File: src/rtl/lb_cfg_pkg.sv
// sizing constants; REQ_DEPTH must equal 2**SEQ_W so that sequence tags never alias
package lb_cfg_pkg;

    // requester ports and memory channels
    localparam int NUM_PORTS = 4;
    localparam int NUM_CH = 4;

    // payload widths
    localparam int ADDR_W = 48;
    localparam int DATA_W = 64;
    localparam int SEQ_W = 3;
    localparam int PORT_W = 2;

    // queue depths, REQ_DEPTH doubles as per-port credit
    localparam int REQ_DEPTH = 8;
    localparam int TAG_DEPTH = 8;
    localparam int POST_DEPTH = 4;

    // served counters wrap after 2**SERVE_W dispatches
    localparam int SERVE_W = 32;

endpackage

File: src/rtl/lb_types_pkg.sv
// payload structs; field widths follow lb_cfg_pkg, which must be compiled first
package lb_types_pkg;

    // one queued read as it sits in a port queue
    typedef struct packed {
        logic [lb_cfg_pkg::ADDR_W-1:0] addr;
        logic [lb_cfg_pkg::SEQ_W-1:0]  seq;
    } req_t;

    // identifies the owner of an in-flight read
    typedef struct packed {
        logic [lb_cfg_pkg::PORT_W-1:0] port;
        logic [lb_cfg_pkg::SEQ_W-1:0]  seq;
    } tag_t;

    // returned beat paired with its tag
    typedef struct packed {
        tag_t                          tag;
        logic [lb_cfg_pkg::DATA_W-1:0] data;
    } resp_t;

endpackage

File: src/rtl/dispatch_arbiter.sv
// one dispatch per cycle; m_ar_valid depends combinationally on m_ar_ready
module dispatch_arbiter (
    input  logic                                               clk,
    input  logic                                               rstn,
    input  logic [lb_cfg_pkg::NUM_PORTS-1:0]                   head_valid,
    input  lb_types_pkg::req_t [lb_cfg_pkg::NUM_PORTS-1:0]     head,
    output logic [lb_cfg_pkg::NUM_PORTS-1:0]                   pop,
    input  logic [lb_cfg_pkg::NUM_CH-1:0]                      ch_idle,
    input  logic [lb_cfg_pkg::NUM_CH-1:0]                      ch_can_take,
    input  logic [lb_cfg_pkg::NUM_CH-1:0]                      m_ar_ready,
    output logic [lb_cfg_pkg::NUM_CH-1:0]                      m_ar_valid,
    output logic [lb_cfg_pkg::NUM_CH-1:0][lb_cfg_pkg::ADDR_W-1:0] m_ar_addr,
    output logic [lb_cfg_pkg::NUM_CH-1:0]                      issue,
    output lb_types_pkg::tag_t                                 issue_tag
);

    // dispatches granted to each port so far
    logic [lb_cfg_pkg::NUM_PORTS-1:0][lb_cfg_pkg::SERVE_W-1:0] served;
    logic [lb_cfg_pkg::SERVE_W-1:0] best_cnt;
    logic [lb_cfg_pkg::PORT_W-1:0]  sel_port;
    logic                           port_found;
    logic [lb_cfg_pkg::NUM_CH-1:0]  ch_sel;
    logic                           ch_found;
    logic                           fire;

    // least served nonempty port, strict compare keeps the lowest index on ties
    always_comb begin
        port_found = 1'b0;
        sel_port = '0;
        best_cnt = '0;
        for (int p = 0; p < lb_cfg_pkg::NUM_PORTS; p++) begin
            if (head_valid[p] && (!port_found || served[p] < best_cnt)) begin
                port_found = 1'b1;
                sel_port = p[lb_cfg_pkg::PORT_W-1:0];
                best_cnt = served[p];
            end
        end
    end

    // idle and ready first, then any ready channel with tag room
    always_comb begin
        ch_found = 1'b0;
        ch_sel = '0;
        for (int c = 0; c < lb_cfg_pkg::NUM_CH; c++) begin
            if (!ch_found && ch_idle[c] && m_ar_ready[c]) begin
                ch_found = 1'b1;
                ch_sel[c] = 1'b1;
            end
        end
        for (int c = 0; c < lb_cfg_pkg::NUM_CH; c++) begin
            if (!ch_found && ch_can_take[c] && m_ar_ready[c]) begin
                ch_found = 1'b1;
                ch_sel[c] = 1'b1;
            end
        end
    end

    assign fire = port_found & ch_found;
    assign m_ar_valid = fire ? ch_sel : '0;
    assign issue = m_ar_valid;
    assign issue_tag = '{port: sel_port, seq: head[sel_port].seq};

    always_comb begin
        pop = '0;
        pop[sel_port] = fire;
    end

    // address broadcast, only the selected channel sees valid
    for (genvar c = 0; c < lb_cfg_pkg::NUM_CH; c++) begin : g_addr
        assign m_ar_addr[c] = head[sel_port].addr;
    end

    always_ff @(posedge clk) begin
        if (!rstn) begin
            served <= '0;
        end else if (fire) begin
            served[sel_port] <= served[sel_port] + 1'b1;
        end
    end

endmodule

File: config.mk
export PLATFORM = sky130hd
export DESIGN_NAME = dispatch_arbiter
export DESIGN_NICKNAME = d
export VERILOG_FILES = /design/src/rtl/lb_cfg_pkg.sv /design/src/rtl/lb_types_pkg.sv /design/src/rtl/dispatch_arbiter.sv
export SDC_FILE = /design/constraint.sdc
export NUM_CORES = 1
export LEC_CHECK = 0
export BUFFER_PORTS_ARGS = -buffer_cell sky130_fd_sc_hd__buf_2
export CAP_MARGIN = 0
export CORE_AREA = 2 2 167 169
export DETAILED_ROUTE_END_ITERATION = 8
export DIE_AREA = 0 0 169 171
export GPL_ROUTABILITY_DRIVEN = 0
export PLACE_DENSITY = 0.79
export SLEW_MARGIN = 20
export SYNTH_ARGS = -nofsm -noshare
export SYNTH_HDL_FRONTEND = slang
export SYNTH_SLANG_ARGS = --single-unit
File: constraint.sdc
create_clock -name clk -period 41.9 [get_ports clk]
set_input_delay 8.38 -clock clk [delete_from_list [all_inputs] [get_ports clk]]
set_output_delay 8.38 -clock clk [all_outputs]
set_load 0.05 [all_outputs]
# After elaboration in Yosys (flattened, before gate mapping)
# Cells that the tools add are included.
# op_classes
reduce_logical	32
n_addsub	1
bitwise	2
mux	35
order_cmp	5
# ops
op	count
$mux W32	5
$bwmux W128	1
$bmux W51 S2	1
$lt A32 B32 Y1	3
$bmux W32 S2	1
$demux W32 S2	1
$mux W51	1
$add A32 B1 Y32 const B	1
$mux W1	21
$logic_and A1 B1 Y1	19
$logic_not A1 Y1	10
$and A4 B4 Y4	1
$mux W2	2
$mux W4	1
$logic_or A1 B1 Y1	3
$lt A2 B3 Y1 const B	1
$demux W1 S2	1
$ge A2 B1 Y1 const B	1
$and A1 B1 Y1	1
# totals
elab_cells	79
register_bits	128
in_bits	222

# Depth between registers and ports, before layout
# depth
ltp_word	32
ltp_mapped	55
ltp_nobuf	35

# Worst setup path after synthesis
# OpenSTA, ideal clock, no wires.
# synth_timing
path_type	input port to output port
from	in head_valid[0] (netlist name)
to	out m_ar_addr[100] (netlist name)
t_required_ns	33.520
stages	48
path_slack_ns	13.441
path_buffers	20
arrival_ns	20.079
cell_sequence	clkbuf_1 clkbuf_1 nand2_1 ha_1 a21oi_1 o21ai_0 a221o_1 o311a_1 nor2_1 clkbuf_1 buf_1 clkbuf_1 clkbuf_1 a22oi_1 ha_1 nand4_1 a211oi_1 o31ai_1 [... 12 more ...] ha_1 a21o_1 a211oi_1 o21a_1 o21ai_0 o22ai_1 and2_1 nand2_1 o21ai_2 buf_4 clkbuf_1 clkbuf_1 buf_1 clkbuf_1 clkbuf_1 nand2_1 o21ai_0 buf_4
# synth_rtl
item	line_no	source
start: declaration	dispatch_arbiter.sv:5	input logic [lb_cfg_pkg::NUM_PORTS-1:0] head_valid,
end: declaration	dispatch_arbiter.sv:12	output logic [lb_cfg_pkg::NUM_CH-1:0][lb_cfg_pkg::ADDR_W-1:0] m_ar_addr,

==> out/summary.txt <==
Fin crit share: 66.89%
CTS tree: yes
Synth warn: 0
Row count: 61
Die Y: 171 µm
Worst skew pair latency: 0.43 ns
Max stage delay on crit path: 0.88 ns
Seq/Total Area, Yosys: 20.72%
Total grt overflow: 0
Number of synthesized register bits: 128
Layout cells sized above 1: 25.96%
CTS clk-pin slew, worst paths: 0.06 ns
Number of global-route vias before repair: 13470
Total clock buffers created by CTS: 17
Setup tns final: 0 ns
Vias per Instance: 6.213
Drt first pass iters: 6
Via count: 14910
Die width: 169 µm
Post-route DRC: 0
Gr usage total: 35.29%
Initial antenna violation count: 5
Cts repair resizes: 0
Worst min-delay path class: reg2reg
Critical Path Fanout Max: 88
F_max: 35.68 MHz
Largest Register: served
Worst Path Arrival: 19.65 ns
Syn_area_per_cell: 6.802 µm²
H-tree depth: 4
Minimum clock period after layout: 28.03 ns
Commonest non-fill, non-tap cells in the layout: buf_2 (430), nand2_1 (400), a21oi_1 (200)
Hold-fix buffers at CTS: 0
Clk root buf: clkbuf_16
FF+latch area: 2562 µm²
Prevailing post-synth register cell: dfxtp_1
Synth async-reset ratio: 0%
WL/cell: 22.29 µm
IO Count: 431
Worst Max-Slew Pin Slew: 1.424 ns
Worst Path Class, Setup: in2out
Commonest non-fill, non-tap cell in the layout: buf_2
Final setup skew: 0.01010 ns
Worst path required time: 33.52 ns
Die ar.: 28900 µm²
Pin count of the biggest net entering global routing: 108
Starting Density: 45.26%
Multi-input logic area: 8235 µm²
Rel. slew slack: 4.086%
Slowest cell on the critical path: buf_4
Fin. max-slew vios: 0
# Max-Cap Violations: 0
Synthesized cell area: 12370 µm²
Final Core Density: 52.27%
CTS sink cnt: 128
DPL Wire Length: 39060 µm
Post-Syn Instances: 1818
Largest regs: served (128)
First-pass GRT wire length: 77510 µm
Post-Syn Nets: 2134
Setup repair after global routing missed its margin: no
Remaining antenna violation count: 0
# setup viols final: 0
Area grow syn2layout: 15.48%
Status: finished clean
Fin Hold WS: 0.5019 ns
Max reg flops: 128
Setup bufs post-CTS: 0
Core Area: 27320 µm²
Post-synth EDFFs: 0
# fillers: 2702
PortBufs: 430
CTS Buffer Depth: 2
Hold Fails Final Rpt: 0
Startpoint Class: primary input
Layout Nets: 2352
Most used cell, CP: o21ai_0
DRT Wirelength: 53480 µm
Unique cell type count in the Yosys netlist: 70
Crit end category: output port
Starting DRT DRC Count: 2078
[cells by family after synthesis]
| group | Yosys count | synth area share [%] |
|---|---|---|
| AO/OA/AOI/OAI | 516 | 25.11 |
| adder cells (fa/ha/maj) | 94 | 9.510 |
| multiplexers | 38 | 3.238 |
| buffers and inverters | 278 | 12.99 |
| XOR/XNOR | 32 | 2.327 |
| AND/OR/NAND/NOR | 732 | 26.10 |
| flip-flops | 128 | 20.72 |
[synthesized netlist by cell type, types with 4 or more instances]
cell / n / area share [%]
or3_1: 13 / 0.66
a22oi_1: 32 / 1.9
o31a_1: 4 / 0.28
nor3b_1: 8 / 0.49
o31ai_1: 6 / 0.36
a211oi_1: 47 / 2.9
inv_1: 10 / 0.30
mux2_2: 16 / 1.5
nor3_1: 33 / 1.3
nand3b_1: 8 / 0.49
xnor2_1: 22 / 1.6
nand2b_1: 4 / 0.20
and2_1: 7 / 0.35
ha_1: 94 / 9.5
nor2_1: 116 / 3.5
nand4_1: 39 / 2.0
nand3_1: 64 / 2.6
buf_1: 10 / 0.30
xor2_1: 9 / 0.64
a21oi_1: 200 / 8.1
and3_1: 7 / 0.35
dfxtp_1: 128 / 21
nor4_1: 12 / 0.61
clkbuf_1: 102 / 3.1
buf_4: 149 / 9.0
a31oi_1: 24 / 1.2
mux2i_1: 22 / 1.8
o211ai_1: 7 / 0.42
or2_2: 8 / 0.40
nand2_1: 401 / 12
a21o_1: 28 / 1.7
o21ai_0: 121 / 4.9
a21boi_0: 5 / 0.30
o21a_1: 6 / 0.36
[path summary, 6_finish.rpt]
kind | startpoint | to | cells after the start | slack [ns]
worst min-delay path | served[86] | served[86] | 2 | 0.50
worst max-delay path | head_valid[0] | m_ar_addr[58] | 33 | 13.87
worst min register to register | served[86] | served[86] | 2 | 0.50
worst max register to register | served[3] | served[122] | 36 | 29.67
[stage by stage]
stage	setup WS, ns	area [µm²]	std cells
finish	13.87	14280	2399
global placement	15.00	13680	2363
CTS	14.42	14270	2395
global route	13.50	14280	2398
floorplan	13.44	12370	1818
detailed placement	14.54	13680	2363
[worst max-delay path, delay by kind of cell]
kind | cells | cell delay (ns)
buffers and inverters | 6 | 3.53
AND/OR/NAND/NOR | 6 | 1.41
adder cells (fa/ha/maj) | 3 | 0.99
AO/OA/AOI/OAI | 18 | 5.23
[area by class of cell]
class,instances,share of cell area [%]
clock inverters,10,0.7710
repair buffers,463,16.83
well taps,346,3.031
inverters,14,0.3680
multi-input cells,1412,57.67
flip-flops and latches,128,17.94
diodes,4,0.07009
clock buffers,22,3.320
[layer usage]
metal / global-route usage (%) / share of wire, % / vias to the layer above
met1: 43.07 / 37 / 6830
met4: 16.57 / 4.6 / 6
met3: 14.76 / 15 / 205
met5: 1.739 / 0.17 / -
met2: 53.72 / 43 / 1104
li1: - / - / 6760
Power is not shown: default switching activity piles up to over one toggle a cycle in this logic, so the estimate is an artifact.
