**src/rtl/lb_cfg_pkg.sv**
```systemverilog
// sizing constants; REQ_DEPTH must equal 2**SEQ_W so that sequence tags never alias
package lb_cfg_pkg;

    // requester ports and memory channels
    localparam int NUM_PORTS = 4;
    localparam int NUM_CH = 4;

    // payload widths
    localparam int ADDR_W = 48;
    localparam int DATA_W = 64;
    localparam int SEQ_W = 3;
    localparam int PORT_W = 2;

    // queue depths, REQ_DEPTH doubles as per-port credit
    localparam int REQ_DEPTH = 8;
    localparam int TAG_DEPTH = 8;
    localparam int POST_DEPTH = 4;

    // served counters wrap after 2**SERVE_W dispatches
    localparam int SERVE_W = 32;

endpackage

```
**src/rtl/lb_types_pkg.sv**
```systemverilog
// payload structs; field widths follow lb_cfg_pkg, which must be compiled first
package lb_types_pkg;

    // one queued read as it sits in a port queue
    typedef struct packed {
        logic [lb_cfg_pkg::ADDR_W-1:0] addr;
        logic [lb_cfg_pkg::SEQ_W-1:0]  seq;
    } req_t;

    // identifies the owner of an in-flight read
    typedef struct packed {
        logic [lb_cfg_pkg::PORT_W-1:0] port;
        logic [lb_cfg_pkg::SEQ_W-1:0]  seq;
    } tag_t;

    // returned beat paired with its tag
    typedef struct packed {
        tag_t                          tag;
        logic [lb_cfg_pkg::DATA_W-1:0] data;
    } resp_t;

endpackage

```
**src/rtl/tag_fifo.sv**
```systemverilog
// DEPTH must be a power of two; a write while full or a read while empty is ignored
module tag_fifo #(
    parameter type T = logic [7:0],
    parameter int DEPTH = 8
) (
    input  logic clk,
    input  logic rstn,
    input  logic wr_en,
    input  T     wr_data,
    input  logic rd_en,
    output T     rd_data,
    output logic empty,
    output logic full
);

    T mem [DEPTH];

    // one extra msb tells full from empty
    logic [$clog2(DEPTH):0] wr_ptr;
    logic [$clog2(DEPTH):0] rd_ptr;
    logic do_wr;
    logic do_rd;

    assign empty = (wr_ptr == rd_ptr);
    assign full = (wr_ptr[$clog2(DEPTH)] != rd_ptr[$clog2(DEPTH)]) &&
                  (wr_ptr[$clog2(DEPTH)-1:0] == rd_ptr[$clog2(DEPTH)-1:0]);
    assign do_wr = wr_en & ~full;
    assign do_rd = rd_en & ~empty;

    // show-ahead head
    assign rd_data = mem[rd_ptr[$clog2(DEPTH)-1:0]];

    always_ff @(posedge clk) begin
        if (!rstn) begin
            wr_ptr <= '0;
            rd_ptr <= '0;
        end else begin
            if (do_wr) begin
                wr_ptr <= wr_ptr + 1'b1;
            end
            if (do_rd) begin
                rd_ptr <= rd_ptr + 1'b1;
            end
        end
    end

    always_ff @(posedge clk) begin
        if (do_wr) begin
            mem[wr_ptr[$clog2(DEPTH)-1:0]] <= wr_data;
        end
    end

endmodule

```
**src/rtl/req_intake.sv**
```systemverilog
// credit of REQ_DEPTH reads per port; ret_fire must pulse once for every accepted read
module req_intake (
    input  logic                                                  clk,
    input  logic                                                  rstn,
    input  logic [lb_cfg_pkg::NUM_PORTS-1:0]                      s_ar_valid,
    input  logic [lb_cfg_pkg::NUM_PORTS-1:0][lb_cfg_pkg::ADDR_W-1:0] s_ar_addr,
    output logic [lb_cfg_pkg::NUM_PORTS-1:0]                      s_ar_ready,
    input  logic [lb_cfg_pkg::NUM_PORTS-1:0]                      pop,
    input  logic [lb_cfg_pkg::NUM_PORTS-1:0]                      ret_fire,
    output logic [lb_cfg_pkg::NUM_PORTS-1:0]                      head_valid,
    output lb_types_pkg::req_t [lb_cfg_pkg::NUM_PORTS-1:0]        head
);

    for (genvar p = 0; p < lb_cfg_pkg::NUM_PORTS; p++) begin : g_port
        // reads accepted but not yet returned to the requester
        logic [$clog2(lb_cfg_pkg::REQ_DEPTH):0] outstanding;
        logic [lb_cfg_pkg::SEQ_W-1:0]           seq;
        logic                                   accept;
        logic                                   empty;
        lb_types_pkg::req_t                     entry;

        assign s_ar_ready[p] = (outstanding < lb_cfg_pkg::REQ_DEPTH);
        assign accept = s_ar_valid[p] & s_ar_ready[p];
        assign entry = '{addr: s_ar_addr[p], seq: seq};
        assign head_valid[p] = ~empty;

        always_ff @(posedge clk) begin
            if (!rstn) begin
                outstanding <= '0;
                seq <= '0;
            end else begin
                if (accept && !ret_fire[p]) begin
                    outstanding <= outstanding + 1'b1;
                end else if (!accept && ret_fire[p]) begin
                    outstanding <= outstanding - 1'b1;
                end
                // tag wraps, credit keeps live tags unique
                if (accept) begin
                    seq <= seq + 1'b1;
                end
            end
        end

        // queue never overflows since its depth equals the credit
        tag_fifo #(
            .T     (lb_types_pkg::req_t),
            .DEPTH (lb_cfg_pkg::REQ_DEPTH)
        ) u_req_fifo (
            .clk     (clk),
            .rstn    (rstn),
            .wr_en   (accept),
            .wr_data (entry),
            .rd_en   (pop[p]),
            .rd_data (head[p]),
            .empty   (empty),
            .full    ()
        );
    end

endmodule

```
**config.mk**
```make
export PLATFORM = sky130hd
export DESIGN_NAME = req_intake
export DESIGN_NICKNAME = d
export VERILOG_FILES = /design/src/rtl/lb_cfg_pkg.sv /design/src/rtl/lb_types_pkg.sv /design/src/rtl/tag_fifo.sv /design/src/rtl/req_intake.sv
export SDC_FILE = /design/constraint.sdc
export NUM_CORES = 1
export LEC_CHECK = 0
export ABC_AREA = 1
export BUFFER_PORTS_ARGS = -buffer_cell sky130_fd_sc_hd__buf_2
export CORE_ASPECT_RATIO = 1.5
export CORE_MARGIN = 2
export CORE_UTILIZATION = 40
export CTS_CLUSTER_SIZE = 12
export DETAILED_ROUTE_END_ITERATION = 10
export PLACE_DENSITY = 0.66
export SETUP_SLACK_MARGIN = 0.2
export SLEW_MARGIN = 40
export SYNTH_ARGS = -nofsm -noshare
export SYNTH_HDL_FRONTEND = slang
export SYNTH_SLANG_ARGS = --single-unit
```
**constraint.sdc**
```tcl
create_clock -name clk -period 3.5 [get_ports clk]
set_input_delay 0.35 -clock clk [delete_from_list [all_inputs] [get_ports clk]]
set_output_delay 0.35 -clock clk [all_outputs]
set_load 0.01 [all_outputs]
```
======== Yosys cells after proc, flatten, opt, wreduce, memory -nomap -nowiden ========
Memories as Yosys holds them, arrays and structs flattened. A register that Yosys moved wholly into a read port is not among the register bits.
Index checks and enable logic that the tools add are counted.
word-level totals
  output and inout bits ................... 212
  memories ................................ 4
  register bits ........................... 60
  memory bits (writable) .................. 1632
  input bits .............................. 206
  word-level logic and storage cells ...... 124
memory list
  memory                    words  width  rd ports  clocked after Yosys merged registers in  wr ports  line            RTL
  g_port[0].u_req_fifo.mem  8      51     1         1                                        1         tag_fifo.sv:16  T mem [DEPTH];
  g_port[1].u_req_fifo.mem  8      51     1         1                                        1         tag_fifo.sv:16
  g_port[2].u_req_fifo.mem  8      51     1         1                                        1         tag_fifo.sv:16
  g_port[3].u_req_fifo.mem  8      51     1         1                                        1         tag_fifo.sv:16
operators by class
  $add $sub $neg .......................... 20
  magnitude comparators ................... 4
  muxes and demuxes ....................... 24
  equality and inequality tests ........... 12
  bitwise operators ....................... 20
  reductions and logical operators ........ 24
operators by type and width
  kind                                               number
  adder 4 x 1 -> 4 bit, second input constant        12
  2-to-1 mux 4 bit                                   8
  2-to-1 mux 3 bit                                   8
  == test 4 bit                                      4
  less-than comparator 4 bit, second input constant  4
  subtractor 4 x 1 -> 4 bit, second input constant   4
  adder 3 x 1 -> 3 bit, second input constant        4
  AND 1 bit                                          12
  == test 3 bit                                      4
  logical AND 1 bit                                  12
  zero test 1 bit                                    8
  2-to-1 mux 1 bit                                   8
  NOT 1 bit                                          8
  nonzero test 2 bit                                 4
  != test 1 bit                                      4

======== Depth between registers and ports, before layout ========
  depth in word-level cells ............... 6
  depth in mapped cells ................... 13
  depth with buffers taken out ............ 13

======== Hierarchy ========
A second synthesis with hierarchy kept.
second synthesis, totals
  cell total of the unflattened synthesis .. 5635
  area total of the unflattened synthesis .. 67659.9 um^2
modules (own cells, without submodules)
  module      cells an instance  seq. area each (um^2)  area an instance (um^2)  instances
  tag_fifo    1354               12472.0                16512.1                  4
  req_intake  219                560.5                  1611.5                   1

======== Least setup slack after synthesis ========
Ideal clock, no wire load.
  path kind ............................... reg2reg
  start point ............................. register g_port[0].u_req_fifo.wr_ptr[1]
  end point ............................... memory g_port[0].u_req_fifo.mem[1][0] (netlist name) (enable)
  setup time .............................. 460 ps
  period minus slack after synthesis ...... 3518 ps
  path buffers ............................ 0
  stages on the path, launching flop included .. 7
  required time ........................... 3040 ps
  setup slack ............................. -18 ps
  arrival time ............................ 3058 ps
  cell sequence ........................... dfxtp_1 -> inv_1 -> nand2_1 -> nand2_1 -> nand4_2 -> nand3_1 -> nor2_1
on the way
  cells in the longest elaborated chain, start to end .. 6
RTL lines
  item                                    line            RTL
  start: declaration                      tag_fifo.sv:19  logic [$clog2(DEPTH):0] wr_ptr;
  start signal: assignment                tag_fifo.sv:39  wr_ptr <= wr_ptr + 1'b1;
  == test 3 bit                           tag_fifo.sv:26  (wr_ptr[$clog2(DEPTH)-1:0] == rd_ptr[$clog2(DEPTH)-1:0]);
  logical AND 1 bit                       tag_fifo.sv:25  assign full = (wr_ptr[$clog2(DEPTH)] != rd_ptr[$clog2(DEPTH)]) &&
  NOT 1 bit                               tag_fifo.sv:27  assign do_wr = wr_en & ~full;
  AND 1 bit                               tag_fifo.sv:27
  2-to-1 mux 1 bit                        tag_fifo.sv:48  if (do_wr) begin
  2-to-1 mux 1 bit (not written as such)  tag_fifo.sv:49  mem[wr_ptr[$clog2(DEPTH)-1:0]] <= wr_data;
  end: declaration                        tag_fifo.sv:16
Parallel ways exist; a longest one is shown, timed or not.

==> flow_summary.ini <==
[place]
place_congestion = 0.7705
portBuffers = 417
dp_slack_ns = 1.054
dp_hpwl_um = 84810

[timing]
setup_ws_ns = 0.4020
final_min_period_over_clock_period_pct = 88.51
fin_crit_ns = 3.098
max_freq_mhz = 322.8
fin_setup_tns_ns = 0
hold_violations = 0
skew_ns = 0.01979
tightest_slew_ns = 0.8515
rsz0062_at_grt = false
maxSlewViolCount = 0
setup_viol = 0
relSlewSlack_pct = 43.23

[outcome]
outcome = completed

[floorplan]
die_x_um = 339.6
floorplan.initialDensity_pct = 40.28
io_pins = 418
coreArea_mm2 = 0.1678
rows = 184
die_area_mm2 = 0.1724
die_h_um = 507.5

[clocking]
clock_sinks = 1704
numCtsBuffers = 165
clk_pin_slew_ns = 0.06
cts_tree = built
clock_path_buffers = 3
clock_latency_ns = 0.80
htreeDepth = 4
clock-root-buffer = clkbuf_16

[route]
routed_wl_um = 157800
avgRoutedWirePerCell_um = 18.59
via_count = 43706
drc = 0
drt-pass1-iter-count = 5
ant_nets = 0
vias_per_cell = 5.146
drtIter0Drc = 3246

[setup_path]
endpoint_kind = output port
crit_buf_inv = 3
worst_ep_required_time_ns = 3.15
crit_family = buffers and inverters
cp-start-kind = register
cp_cell_sequence = inv_8 -> buf_4 -> o21ai_0 -> o21ai_0 -> nand2_1 -> nand2_1 -> buf_2
arrival_ns = 2.75
worstPathMaxFanout = 69
crit_slowest_cell = dfxtp_4
crit_type = register to output port
max_stage_delay_ns = 0.66

[pwr]
p_leak_nw = 27.96
power_density_mw_per_mm2 = 651.4
ir_drop_v = 0.0006422

[global_route]
grt-ovfl-total = 0
grt_pass1_vias = 42783
grt_pass1_wl_um = 240200
antenna_found_initial = 17
grt_max_degree = 205
grt.total_usage_pct = 17.71

[run]
cap_violations = 0

[yosys]
synth_cell_types = 23
syn_area_per_cell_um2 = 12.06
synthCells = 5603
syn_nets = 5837
ys_seq_elements = 1704
synth_area_mm2 = 0.06759
ys_seq_area_share_pct = 74.63
yosys_warnings = 0

[worst_hold_path]
min_path_type = input port to register

[layout]
fill_cells = 14536
nNetsFinal = 6425
syn2layout_area_growth_pct = 17.75
drive_gt1_share_pct = 12.60
[synthesized netlist by cell type]
| library cell | number | share of area [%] |
|---|---|---|
| inv_1 | 85 | 0.47 |
| buf_4 | 1 | 0.011 |
| or2_2 | 4 | 0.037 |
| nor2_1 | 1333 | 7.4 |
| a21oi_1 | 44 | 0.33 |
| o21ai_0 | 679 | 5.0 |
| o21ai_1 | 557 | 4.1 |
| buf_8 | 3 | 0.067 |
| nand3_1 | 49 | 0.36 |
| fa_1 | 4 | 0.12 |
| edfxtp_1 | 1632 | 73 |
| buf_1 | 21 | 0.12 |
| nor3_1 | 7 | 0.052 |
| buf_6 | 44 | 0.73 |
| buf_2 | 73 | 0.54 |
| clkbuf_1 | 172 | 0.96 |
| xor2_1 | 12 | 0.16 |
| nand2_1 | 771 | 4.3 |
| clkinv_1 | 8 | 0.044 |
| inv_2 | 4 | 0.022 |
| ha_1 | 24 | 0.44 |
| dfxtp_1 | 72 | 2.1 |
| nand4_2 | 4 | 0.074 |
[cells in the final DEF, fill, tap and decap left out, drive strengths merged, types with 6 or more instances in the layout]
master / n
edfxtp: 1632
nor2: 1333
o21ai: 1236
nand2: 771
buf: 533
clkbuf: 203
dlygate4sd3: 199
inv: 97
dfxtp: 72
nand3: 49
a21oi: 44
ha: 24
clkinv: 24
xor2: 12
diode: 7
nor3: 7
bufinv: 6
[cells by family after synthesis]
kind of cell	synth area share [%]
simple gates	12.21
flops	74.63
compound gates	9.477
buf+inv	2.962
fa+ha+maj	0.5627
xor+xnor	0.1555
[state kept, by name (all words and copies together), names as in the netlist, named ones only]
signal and flops:
g_port.u_req_fifo.rd_ptr 16, g_port.seq 12, g_port.outstanding 16, g_port.u_req_fifo.mem 1632, g_port.u_req_fifo.wr_ptr 16
[what timing repair did]
item | in CTS | in global routing
hold buffers | 199 | 0
endpoints found under the hold margin | 1565 | 0
cloned | 0 | 3
resized for setup | 1 | 2
setup endpoints to repair | 2 | 42
setup buffers | 0 | 1
[final cells by class]
type | instances | area, um^2 | share of cell area (%)
timing repair buffer | 735 | 5761 | 7.237
tap | 2232 | 2793 | 3.509
multi-input combinational | 3488 | 15350 | 19.29
inverter | 97 | 389.1 | 0.4889
antenna | 7 | 17.52 | 0.02201
sequential | 1704 | 50480 | 63.43
clock buffer | 200 | 4344 | 5.458
clock inverter | 30 | 451.7 | 0.5675
[metal layers]
layer | global-route usage [%] | share of wire, %
met2 | 31.07 | 51
met5 | 0 | 0.069
met1 | 21.87 | 41
met4 | 6.029 | 2.5
met3 | 3.381 | 6.3
[per-stage QoR]
| step | total power [mW] | cell area, um^2 | utilization (%) | hold slack, ns | instances |
|---|---|---|---|---|---|
| finish | 51.85 | 79590 | 47.43 | 0.1003 | 8493 |
| global route | 54.47 | 79580 | 47.42 | 0.1158 | 8489 |
| CTS | 52.18 | 79420 | 47.32 | 0.03838 | 8480 |
| detailed placement | 35.67 | 72630 | 43.27 | 0.4679 | 8051 |
| global placement | 35.37 | 72630 | 43.27 | 0.4592 | 8051 |
| floorplan | 31.67 | 67590 | - | 0.4489 | 5603 |
[tightest hold or removal path: stages]
cell and delay, ns:
buf_2 0.10, inv_1 0.04, ha_1 0.21, o21ai_0 0.11, inv_1 0.05
[final timing paths]
kind / start / to / slack [ns] / cells past startpoint
worst min register to register: g_port[0].outstanding[3]$_SDFFE_PN0P_ / g_port[0].outstanding[3]$_SDFFE_PN0P_ / 0.47 / 2
worst max register to register: g_port[0].u_req_fifo.wr_ptr[1]$_SDFFE_PN0P_ / g_port[0].u_req_fifo.mem[4][24]$_DFFE_PP_ / 1.07 / 7
worst min-delay path: ret_fire[1] / g_port[1].outstanding[2]$_SDFFE_PN0P_ / 0.10 / 5
worst max-delay path: register / head[8] / 0.40 / 7
[power breakdown]
part / switching, mW / internal [mW]
registers: 0.636 / 23.7
logic: 7.48 / 3.74
clock network: 7.16 / 9.16
Power figures use the tool's default switching activity.
