`config.mk`:
```
export PLATFORM = sky130hd
export DESIGN_NAME = reorder_return
export DESIGN_NICKNAME = d
export VERILOG_FILES = /design/src/rtl/lb_cfg_pkg.sv /design/src/rtl/lb_types_pkg.sv /design/src/rtl/reorder_return.sv
export SDC_FILE = /design/constraint.sdc
export NUM_CORES = 2
export LEC_CHECK = 0
export BUFFER_PORTS_ARGS = -buffer_cell sky130_fd_sc_hd__buf_2
export CAP_MARGIN = 0
export CORE_AREA = 2 2 452 454
export CTS_BUF_LIST = sky130_fd_sc_hd__clkbuf_8
export DETAILED_ROUTE_END_ITERATION = 8
export DIE_AREA = 0 0 454 456
export PLACE_DENSITY_LB_ADDON = 0.1
export SETUP_SLACK_MARGIN = 0.15
export SLEW_MARGIN = 20
export SYNTH_ARGS = -nofsm -noshare
export SYNTH_HDL_FRONTEND = slang
export SYNTH_SLANG_ARGS = --single-unit
```
`constraint.sdc`:
```
create_clock -name clk -period 5.7 [get_ports clk]
set_clock_uncertainty 0.15 [all_clocks]
set_input_delay 0.57 -clock clk [delete_from_list [all_inputs] [get_ports clk]]
set_output_delay 0.57 -clock clk [all_outputs]
set_load 0.05 [all_outputs]
```
`src/rtl/lb_cfg_pkg.sv`:
```
// sizing constants; REQ_DEPTH must equal 2**SEQ_W so that sequence tags never alias
package lb_cfg_pkg;

    // requester ports and memory channels
    localparam int NUM_PORTS = 4;
    localparam int NUM_CH = 4;

    // payload widths
    localparam int ADDR_W = 48;
    localparam int DATA_W = 64;
    localparam int SEQ_W = 3;
    localparam int PORT_W = 2;

    // queue depths, REQ_DEPTH doubles as per-port credit
    localparam int REQ_DEPTH = 8;
    localparam int TAG_DEPTH = 8;
    localparam int POST_DEPTH = 4;

    // served counters wrap after 2**SERVE_W dispatches
    localparam int SERVE_W = 32;

endpackage

```
`src/rtl/lb_types_pkg.sv`:
```
// payload structs; field widths follow lb_cfg_pkg, which must be compiled first
package lb_types_pkg;

    // one queued read as it sits in a port queue
    typedef struct packed {
        logic [lb_cfg_pkg::ADDR_W-1:0] addr;
        logic [lb_cfg_pkg::SEQ_W-1:0]  seq;
    } req_t;

    // identifies the owner of an in-flight read
    typedef struct packed {
        logic [lb_cfg_pkg::PORT_W-1:0] port;
        logic [lb_cfg_pkg::SEQ_W-1:0]  seq;
    } tag_t;

    // returned beat paired with its tag
    typedef struct packed {
        tag_t                          tag;
        logic [lb_cfg_pkg::DATA_W-1:0] data;
    } resp_t;

endpackage

```
`src/rtl/reorder_return.sv`:
```
// one staged response per cycle; relies on port credit so a slot is never refilled early
module reorder_return (
    input  logic                                                  clk,
    input  logic                                                  rstn,
    input  logic [lb_cfg_pkg::NUM_CH-1:0]                         post_valid,
    input  lb_types_pkg::resp_t [lb_cfg_pkg::NUM_CH-1:0]          post,
    input  logic [lb_cfg_pkg::NUM_CH-1:0]                         post_full,
    output logic [lb_cfg_pkg::NUM_CH-1:0]                         post_pop,
    output logic [lb_cfg_pkg::NUM_PORTS-1:0]                      s_r_valid,
    output logic [lb_cfg_pkg::NUM_PORTS-1:0][lb_cfg_pkg::DATA_W-1:0] s_r_data,
    input  logic [lb_cfg_pkg::NUM_PORTS-1:0]                      s_r_ready,
    output logic [lb_cfg_pkg::NUM_PORTS-1:0]                      ret_fire
);

    logic [lb_cfg_pkg::DATA_W-1:0] slot_data [lb_cfg_pkg::NUM_PORTS][lb_cfg_pkg::REQ_DEPTH];
    logic [lb_cfg_pkg::NUM_PORTS-1:0][lb_cfg_pkg::REQ_DEPTH-1:0] filled;
    logic [lb_cfg_pkg::NUM_PORTS-1:0][lb_cfg_pkg::SEQ_W-1:0] rptr;
    logic [lb_cfg_pkg::NUM_PORTS-1:0][lb_cfg_pkg::SEQ_W-1:0] nxt_ptr;
    lb_types_pkg::resp_t pick;
    lb_types_pkg::resp_t wr_resp;
    logic                pick_found;
    logic                wr_valid;

    // a full staging queue wins, then the lowest nonempty channel
    always_comb begin
        pick_found = 1'b0;
        pick = '0;
        post_pop = '0;
        for (int c = 0; c < lb_cfg_pkg::NUM_CH; c++) begin
            if (!pick_found && post_full[c]) begin
                pick_found = 1'b1;
                pick = post[c];
                post_pop[c] = 1'b1;
            end
        end
        for (int c = 0; c < lb_cfg_pkg::NUM_CH; c++) begin
            if (!pick_found && post_valid[c]) begin
                pick_found = 1'b1;
                pick = post[c];
                post_pop[c] = 1'b1;
            end
        end
    end

    for (genvar p = 0; p < lb_cfg_pkg::NUM_PORTS; p++) begin : g_ptr
        assign nxt_ptr[p] = rptr[p] + 1'b1;
        assign ret_fire[p] = s_r_valid[p] & s_r_ready[p];
    end

    always_ff @(posedge clk) begin
        if (!rstn) begin
            wr_valid <= 1'b0;
            filled <= '0;
            rptr <= '0;
            s_r_valid <= '0;
        end else begin
            wr_valid <= pick_found;
            for (int p = 0; p < lb_cfg_pkg::NUM_PORTS; p++) begin
                if (ret_fire[p]) begin
                    filled[p][rptr[p]] <= 1'b0;
                    rptr[p] <= nxt_ptr[p];
                    // back to back return when the next slot is already in
                    s_r_valid[p] <= filled[p][nxt_ptr[p]];
                end else if (!s_r_valid[p]) begin
                    s_r_valid[p] <= filled[p][rptr[p]];
                end
            end
            if (wr_valid) begin
                filled[wr_resp.tag.port][wr_resp.tag.seq] <= 1'b1;
            end
        end
    end

    always_ff @(posedge clk) begin
        if (pick_found) begin
            wr_resp <= pick;
        end
        if (wr_valid) begin
            slot_data[wr_resp.tag.port][wr_resp.tag.seq] <= wr_resp.data;
        end
        // data held while valid and not taken
        for (int p = 0; p < lb_cfg_pkg::NUM_PORTS; p++) begin
            if (ret_fire[p]) begin
                s_r_data[p] <= slot_data[p][nxt_ptr[p]];
            end else if (!s_r_valid[p]) begin
                s_r_data[p] <= slot_data[p][rptr[p]];
            end
        end
    end

endmodule

```
# == Word level (Yosys, flattened, before mapping) ==
# Memories as Yosys holds them, arrays and structs flattened.
# Index checks and enable logic that the tools add are counted.
# W data, S select, Z words.
# word_totals
n_memories,1
in_bits,290
romBits,0
regBits,374
wordCells,199
mem_bits_rw,2048
latchBits,0
# op_classes
n_bitwise,22
mul,0
n_reduce_logical,21
n_div,0
shifts,0
n_eq_ne,4
order_cmp,26
n_addsub,4
muxes,104
# memory_table
memory,depth,word_bits,rd,rd_clocked_by_memory_dff,write_ports,line,source
slot_data,4,512,4,0,1,reorder_return.sv:15,logic [lb_cfg_pkg::DATA_W-1:0] slot_data [lb_cfg_pkg::NUM_PORTS][lb_cfg_pkg::REQ_DEPTH];
# op_table
operator,count
$mux W64,25
$bmux W64 S3,8
$mux W69,8
$mux W512,1
$demux W64 S3,1
$mux W8,9
$mux W1,37
$ge A4 B4 Y1 const B,9
$lt A3 B4 Y1 const B,9
$not A3 Y4,9
$and A8 B8 Y8,4
$mux W32,1
$not A8 Y8,4
$or A32 B32 Y32,1
$bmux W1 S3,8
$demux W8 S2,1
$demux W1 S3,5
$ge A3 B1 Y1 const B,5
$logic_and A1 B1 Y1,14
$add A3 B1 Y3 const B,4
$ne A2 B1 Y1 const B,4
$logic_not A1 Y1,7
$and A1 B1 Y1,4
$lt A4 B1 Y1 const B,1
other kinds (2),2

# == Longest topological paths before layout ==
# logic_depth
ltp_word,22
mapped_depth,8

# == Least setup slack after synthesis ==
# Ideal clock, no wire load.
# synth_timing
kind,reg2reg
start,register wr_resp[65] (netlist name)
end,"memory slot_data[1][128] (netlist name), enable pin"
stages_incl_launch_ff,4
t_arrival_ns,3.505
path_slack_ns,1.557
cell_sequence,edfxtp_1 > nor2b_1 > nand3_1 > nor2_1
# synth_via
elab_chain_cells,6
elab_cells_between_ends,7
cone_classes,2 x order compare; 3 x mux; 1 x bitwise; 1 x reduce/logical
# synth_rtl
element,line,source
start: declaration,reorder_return.sv:20,lb_types_pkg::resp_t wr_resp;
start signal: assignment,reorder_return.sv:76,wr_resp <= pick;
$not A3 Y4 (implied by the code) *,reorder_return.sv:79,slot_data[wr_resp.tag.port][wr_resp.tag.seq] <= wr_resp.data;
$ge A4 B4 Y1 (implied by the code) or $lt A4 B1 Y1 (tied branches),reorder_return.sv:79,
$logic_and A1 B1 Y1 (implied by the code),reorder_return.sv:79,
$mux W64 (implied by the code),reorder_return.sv:79,
$demux W64 S3 *,reorder_return.sv:79,
$mux W512 (implied by the code) *,reorder_return.sv:79,
end: declaration,reorder_return.sv:15,
# Every way passes the cells marked *; elsewhere a longest branch is shown, timed or not.

# == Worst setup path in the final report ==
# layout_timing
start,register s_r_valid[2] (netlist name)
end,output port ret_fire[2] (netlist name)
# layout_via
elab_chain_cells,1
# layout_rtl
element,line,source
start: declaration,reorder_return.sv:9,"output logic [lb_cfg_pkg::NUM_PORTS-1:0] s_r_valid,"
start signal: indexed assignment,reorder_return.sv:63,s_r_valid[p] <= filled[p][nxt_ptr[p]];
start signal: indexed assignment,reorder_return.sv:65,s_r_valid[p] <= filled[p][rptr[p]];
$and A1 B1 Y1,reorder_return.sv:47,assign ret_fire[p] = s_r_valid[p] & s_r_ready[p];
end: declaration,reorder_return.sv:12,output logic [lb_cfg_pkg::NUM_PORTS-1:0] ret_fire
# Every way passes these cells.

==> run_results.csv <==
group,metric,value,unit
timing,tightestPinTransition,1140,ps
clock_network,cts_max_level,5,
critical_path,r2r-end,"s_r_data[23]",
timing,setup_viol_count_final,0,
clock_network,clk_latency,1060,ps
timing,period_needed,3950,ps
drt,first_pass_iters,6,
place,dp_hpwl,172000,µm
clock_network,cts-root-buf,"clkbuf_8",
critical_path,crit_path_end,"ret_fire[2]",
drt,vias_per_cell,6.47,
floorplanning,dieArea,207000,µm²
finish,finalNetCount,6948,
global_routing,grt_pass1_vias,64400,
drt,drt_iter0_drc,5299,
yosys,synth_top_cell_by_area,"edfxtp_1",
global_routing,grt_overflow,0,
clock_network,cts_tree,"yes",
drt,num_vias,62400,
global_routing,grt_usage,27.3,%
critical_path,cp_slowest_cell,"inv_1",
yosys,synth_warnings,0,
yosys,synth_seq_cells,2422,
critical_path,critPathBufInv,2,
critical_path,reg2reg_depth,6,
floorplanning,start_util,54.9,%
timing,fin_setup_tns,0,ps
yosys,ys_types,51,
status,status,"complete, no violations",
timing,holdWs,99.7,ps
critical_path,r2r_slack,2020,ps
timing,post-route-period-util,69.4,%
timing,final-max-slew-violation-count,0,
timing,max_clock_freq,253,MHz
critical_path,worstPathArrival,3230,ps
drt,routed_wl,284000,µm
run,cap_violations,0,
critical_path,cp.depth,3,
critical_path,critical_path_class,"reg2out",
timing,rsz0062_at_grt,"false",
critical_path,startpoint_type,"flip-flop",
critical_path,cp_max_fo,58,
drt,wl_per_cell,29.4,µm
yosys,synth_area_leaders,"edfxtp_1 (64%), mux4_2 (21%), mux2i_1 (2.4%), nor2b_1 (1.8%), a211oi_1 (1.7%)",
clock_network,cts.clk_slew.worst_paths,70,ps
global_routing,antenna_found_initial,30,
yosys,syn_nets,6128,
yosys,synthesis.instances,5834,
critical_path,r2r-start,"rptr[1]",
drt,postRouteAntennaNets,0,
place,io_buffer_count,557,
yosys,synthArstFlopShare,0,%
floorplanning,core,202000,µm²
floorplanning,row_count,165,
critical_path,slowest_delay,640,ps
power,leakagePower,39.6,nW
yosys,yosysTopAreaCellShare,64.3,%
finish,final_area,125000,µm²
yosys,avgSynthCellArea,19.0,µm²
floorplanning,num_io_pins,558,
clock_network,post_cts_buffers,0,
place,place.gp.congestion,0.929,
yosys,synth_edf_count,2373,
min_path,holdPathStages,3,
global_routing,grt_max_degree,163,
critical_path,crit_path_end_kind,"primary output",
timing,hold_viol_final,0,
power,peakVddDrop,279,µV
place,place_area,117000,µm²
finish,drive_above_1_share,34.0,%
min_path,hold_class,"in2reg",
floorplanning,die_h,456,µm
critical_path,path_delay_family,"buffers and inverters",
yosys,syn_area,111000,µm²
finish,area_growth,13.3,%
clock_network,cts_buffer_depth,4,
timing,relSlewSlack,24.0,%
yosys,synth_seq_area_share,65.2,%
drt,drc,0,
clock_network,cts_sinks,2422,
global_routing,grt_first_pass_wirelength,415000,µm
floorplanning,die_w,454,µm
clock_network,cts_buffers,396,
critical_path,cp.required,4980,ps
critical_path,crit_start,"s_r_valid[2]",
critical_path,crit_chain,"nand2_4 -> inv_1 -> buf_2",
yosys,synth_flop_cell,"edfxtp_1",
power,power_density,294,nW/µm²
==> layout by cell type, fill, tap and decap left out, drive strengths merged, types with 36 or more instances in the layout <==
master / synthesis / layout
edfxtp: 2373 / 2373
mux4: 1040 / 1040
buf: 298 / 757
clkbuf: 180 / 403
nor2b: 324 / 324
mux2i: 265 / 265
a21oi: 261 / 261
a211oi: 257 / 257
clkinv: 0 / 175
o21ai: 150 / 150
dlygate4sd3: 0 / 143
o22ai: 127 / 127
nand2: 124 / 124
inv: 21 / 109
and2: 73 / 73
a221oi: 60 / 60
o211a: 58 / 58
dfxtp: 49 / 49
o21a: 36 / 36
==> cell usage after synthesis (5+ instances only) <==
master	number
a211oi_1	257
a21boi_0	20
a21oi_1	261
a221oi_1	60
a22oi_1	8
and2_1	73
buf_1	29
buf_2	242
buf_4	15
buf_6	12
clkbuf_1	179
dfxtp_1	49
edfxtp_1	2373
inv_1	21
mux2i_1	265
mux4_2	1040
nand2_1	123
nand2b_1	22
nor2_1	24
nor2b_1	324
o211a_1	58
o211ai_1	5
o21a_1	36
o21ai_0	143
o21ai_1	7
o22ai_1	127
o31a_1	8
==> cell type report <==
type | count | area (µm²)
Antenna cell | 24 | 60.1
Clock buffer | 403 | 5550
Clock inverter | 280 | 1510
Fill cell | 14300 | 76200
Inverter | 21 | 97.6
Multi-Input combinational cell | 2913 | 36600
Sequential cell | 2422 | 72300
Tap cell | 2672 | 3340
Timing Repair Buffer | 900 | 6090
==> through the flow <==
stage / worst slack (ps) / total power [mW] / utilization, % / cells
floorplan: 1560 / 22.2 / - / 5834
global placement: 1950 / 23.2 / 57.8 / 8767
detailed placement: 1920 / 23.2 / 57.9 / 8773
CTS: 1630 / 37.1 / 62.1 / 9599
global route: 1610 / 38.1 / 62.2 / 9629
finish: 1750 / 36.9 / 62.2 / 9635
==> logic make-up after synthesis <==
kind of cell / synth area share [%]
buf+inv: 2.10
compound gates: 6.00
simple gates: 2.98
flops: 65.2
mux: 23.6
fa+ha+maj: 0.0452
xor+xnor: 0.0836
==> worst register-to-register path, cell delays in order (launching register included) <==
cell and delay (ps):
dfxtp_4 900, ha_4 810, buf_4 500, mux4_2 560
nor2b_1 140, a211oi_1 260, a21oi_1 80
==> registers in the layout, summed over array words and instances (netlist names) <==
register   count
wr_resp       69
rptr          12
s_r_data     256
slot_data   2048
filled        32
wr_valid       1
s_r_valid      4
==> metal layers <==
layer / up-vias / GRT usage (%) / part of all wire [%] / wire length [µm]
met5: - / 0 / 0.0095 / 27
met2: 2554 / 46.8 / 51 / 146000
met4: 4 / 10.4 / 3.8 / 10600
met3: 483 / 5.03 / 7.3 / 20600
li1: 26500 / - / - / -
met1: 32800 / 34.6 / 38 / 106000
==> where the power goes <==
group | switching (mW) | internal [mW]
sequential | 0.315 | 20.4
combinational | 1.51 | 0.817
clock | 6.69 | 7.17
total | 8.52 | 28.3
==> worst min-delay path by stage <==
| stage | from | to | slack, ps |
|---|---|---|---|
| after floorplan | filled[10] | filled[10] | 310 |
| after global placement | filled[26] | filled[26] | 340 |
| after detailed placement | filled[2] | filled[2] | 350 |
| after CTS | post[243] | wr_resp[36] | 1 |
| after global routing | post[103] | wr_resp[34] | 30 |
| final | post[103] | wr_resp[34] | 100 |
==> what timing repair did <==
| action | CTS | global route |
|---|---|---|
| hold buffers | 143 | 0 |
| gates resized for setup | 0 | 0 |
| hold endpoints to repair | 100 | 0 |
No activity file was read; power rests on OpenSTA's default activity.
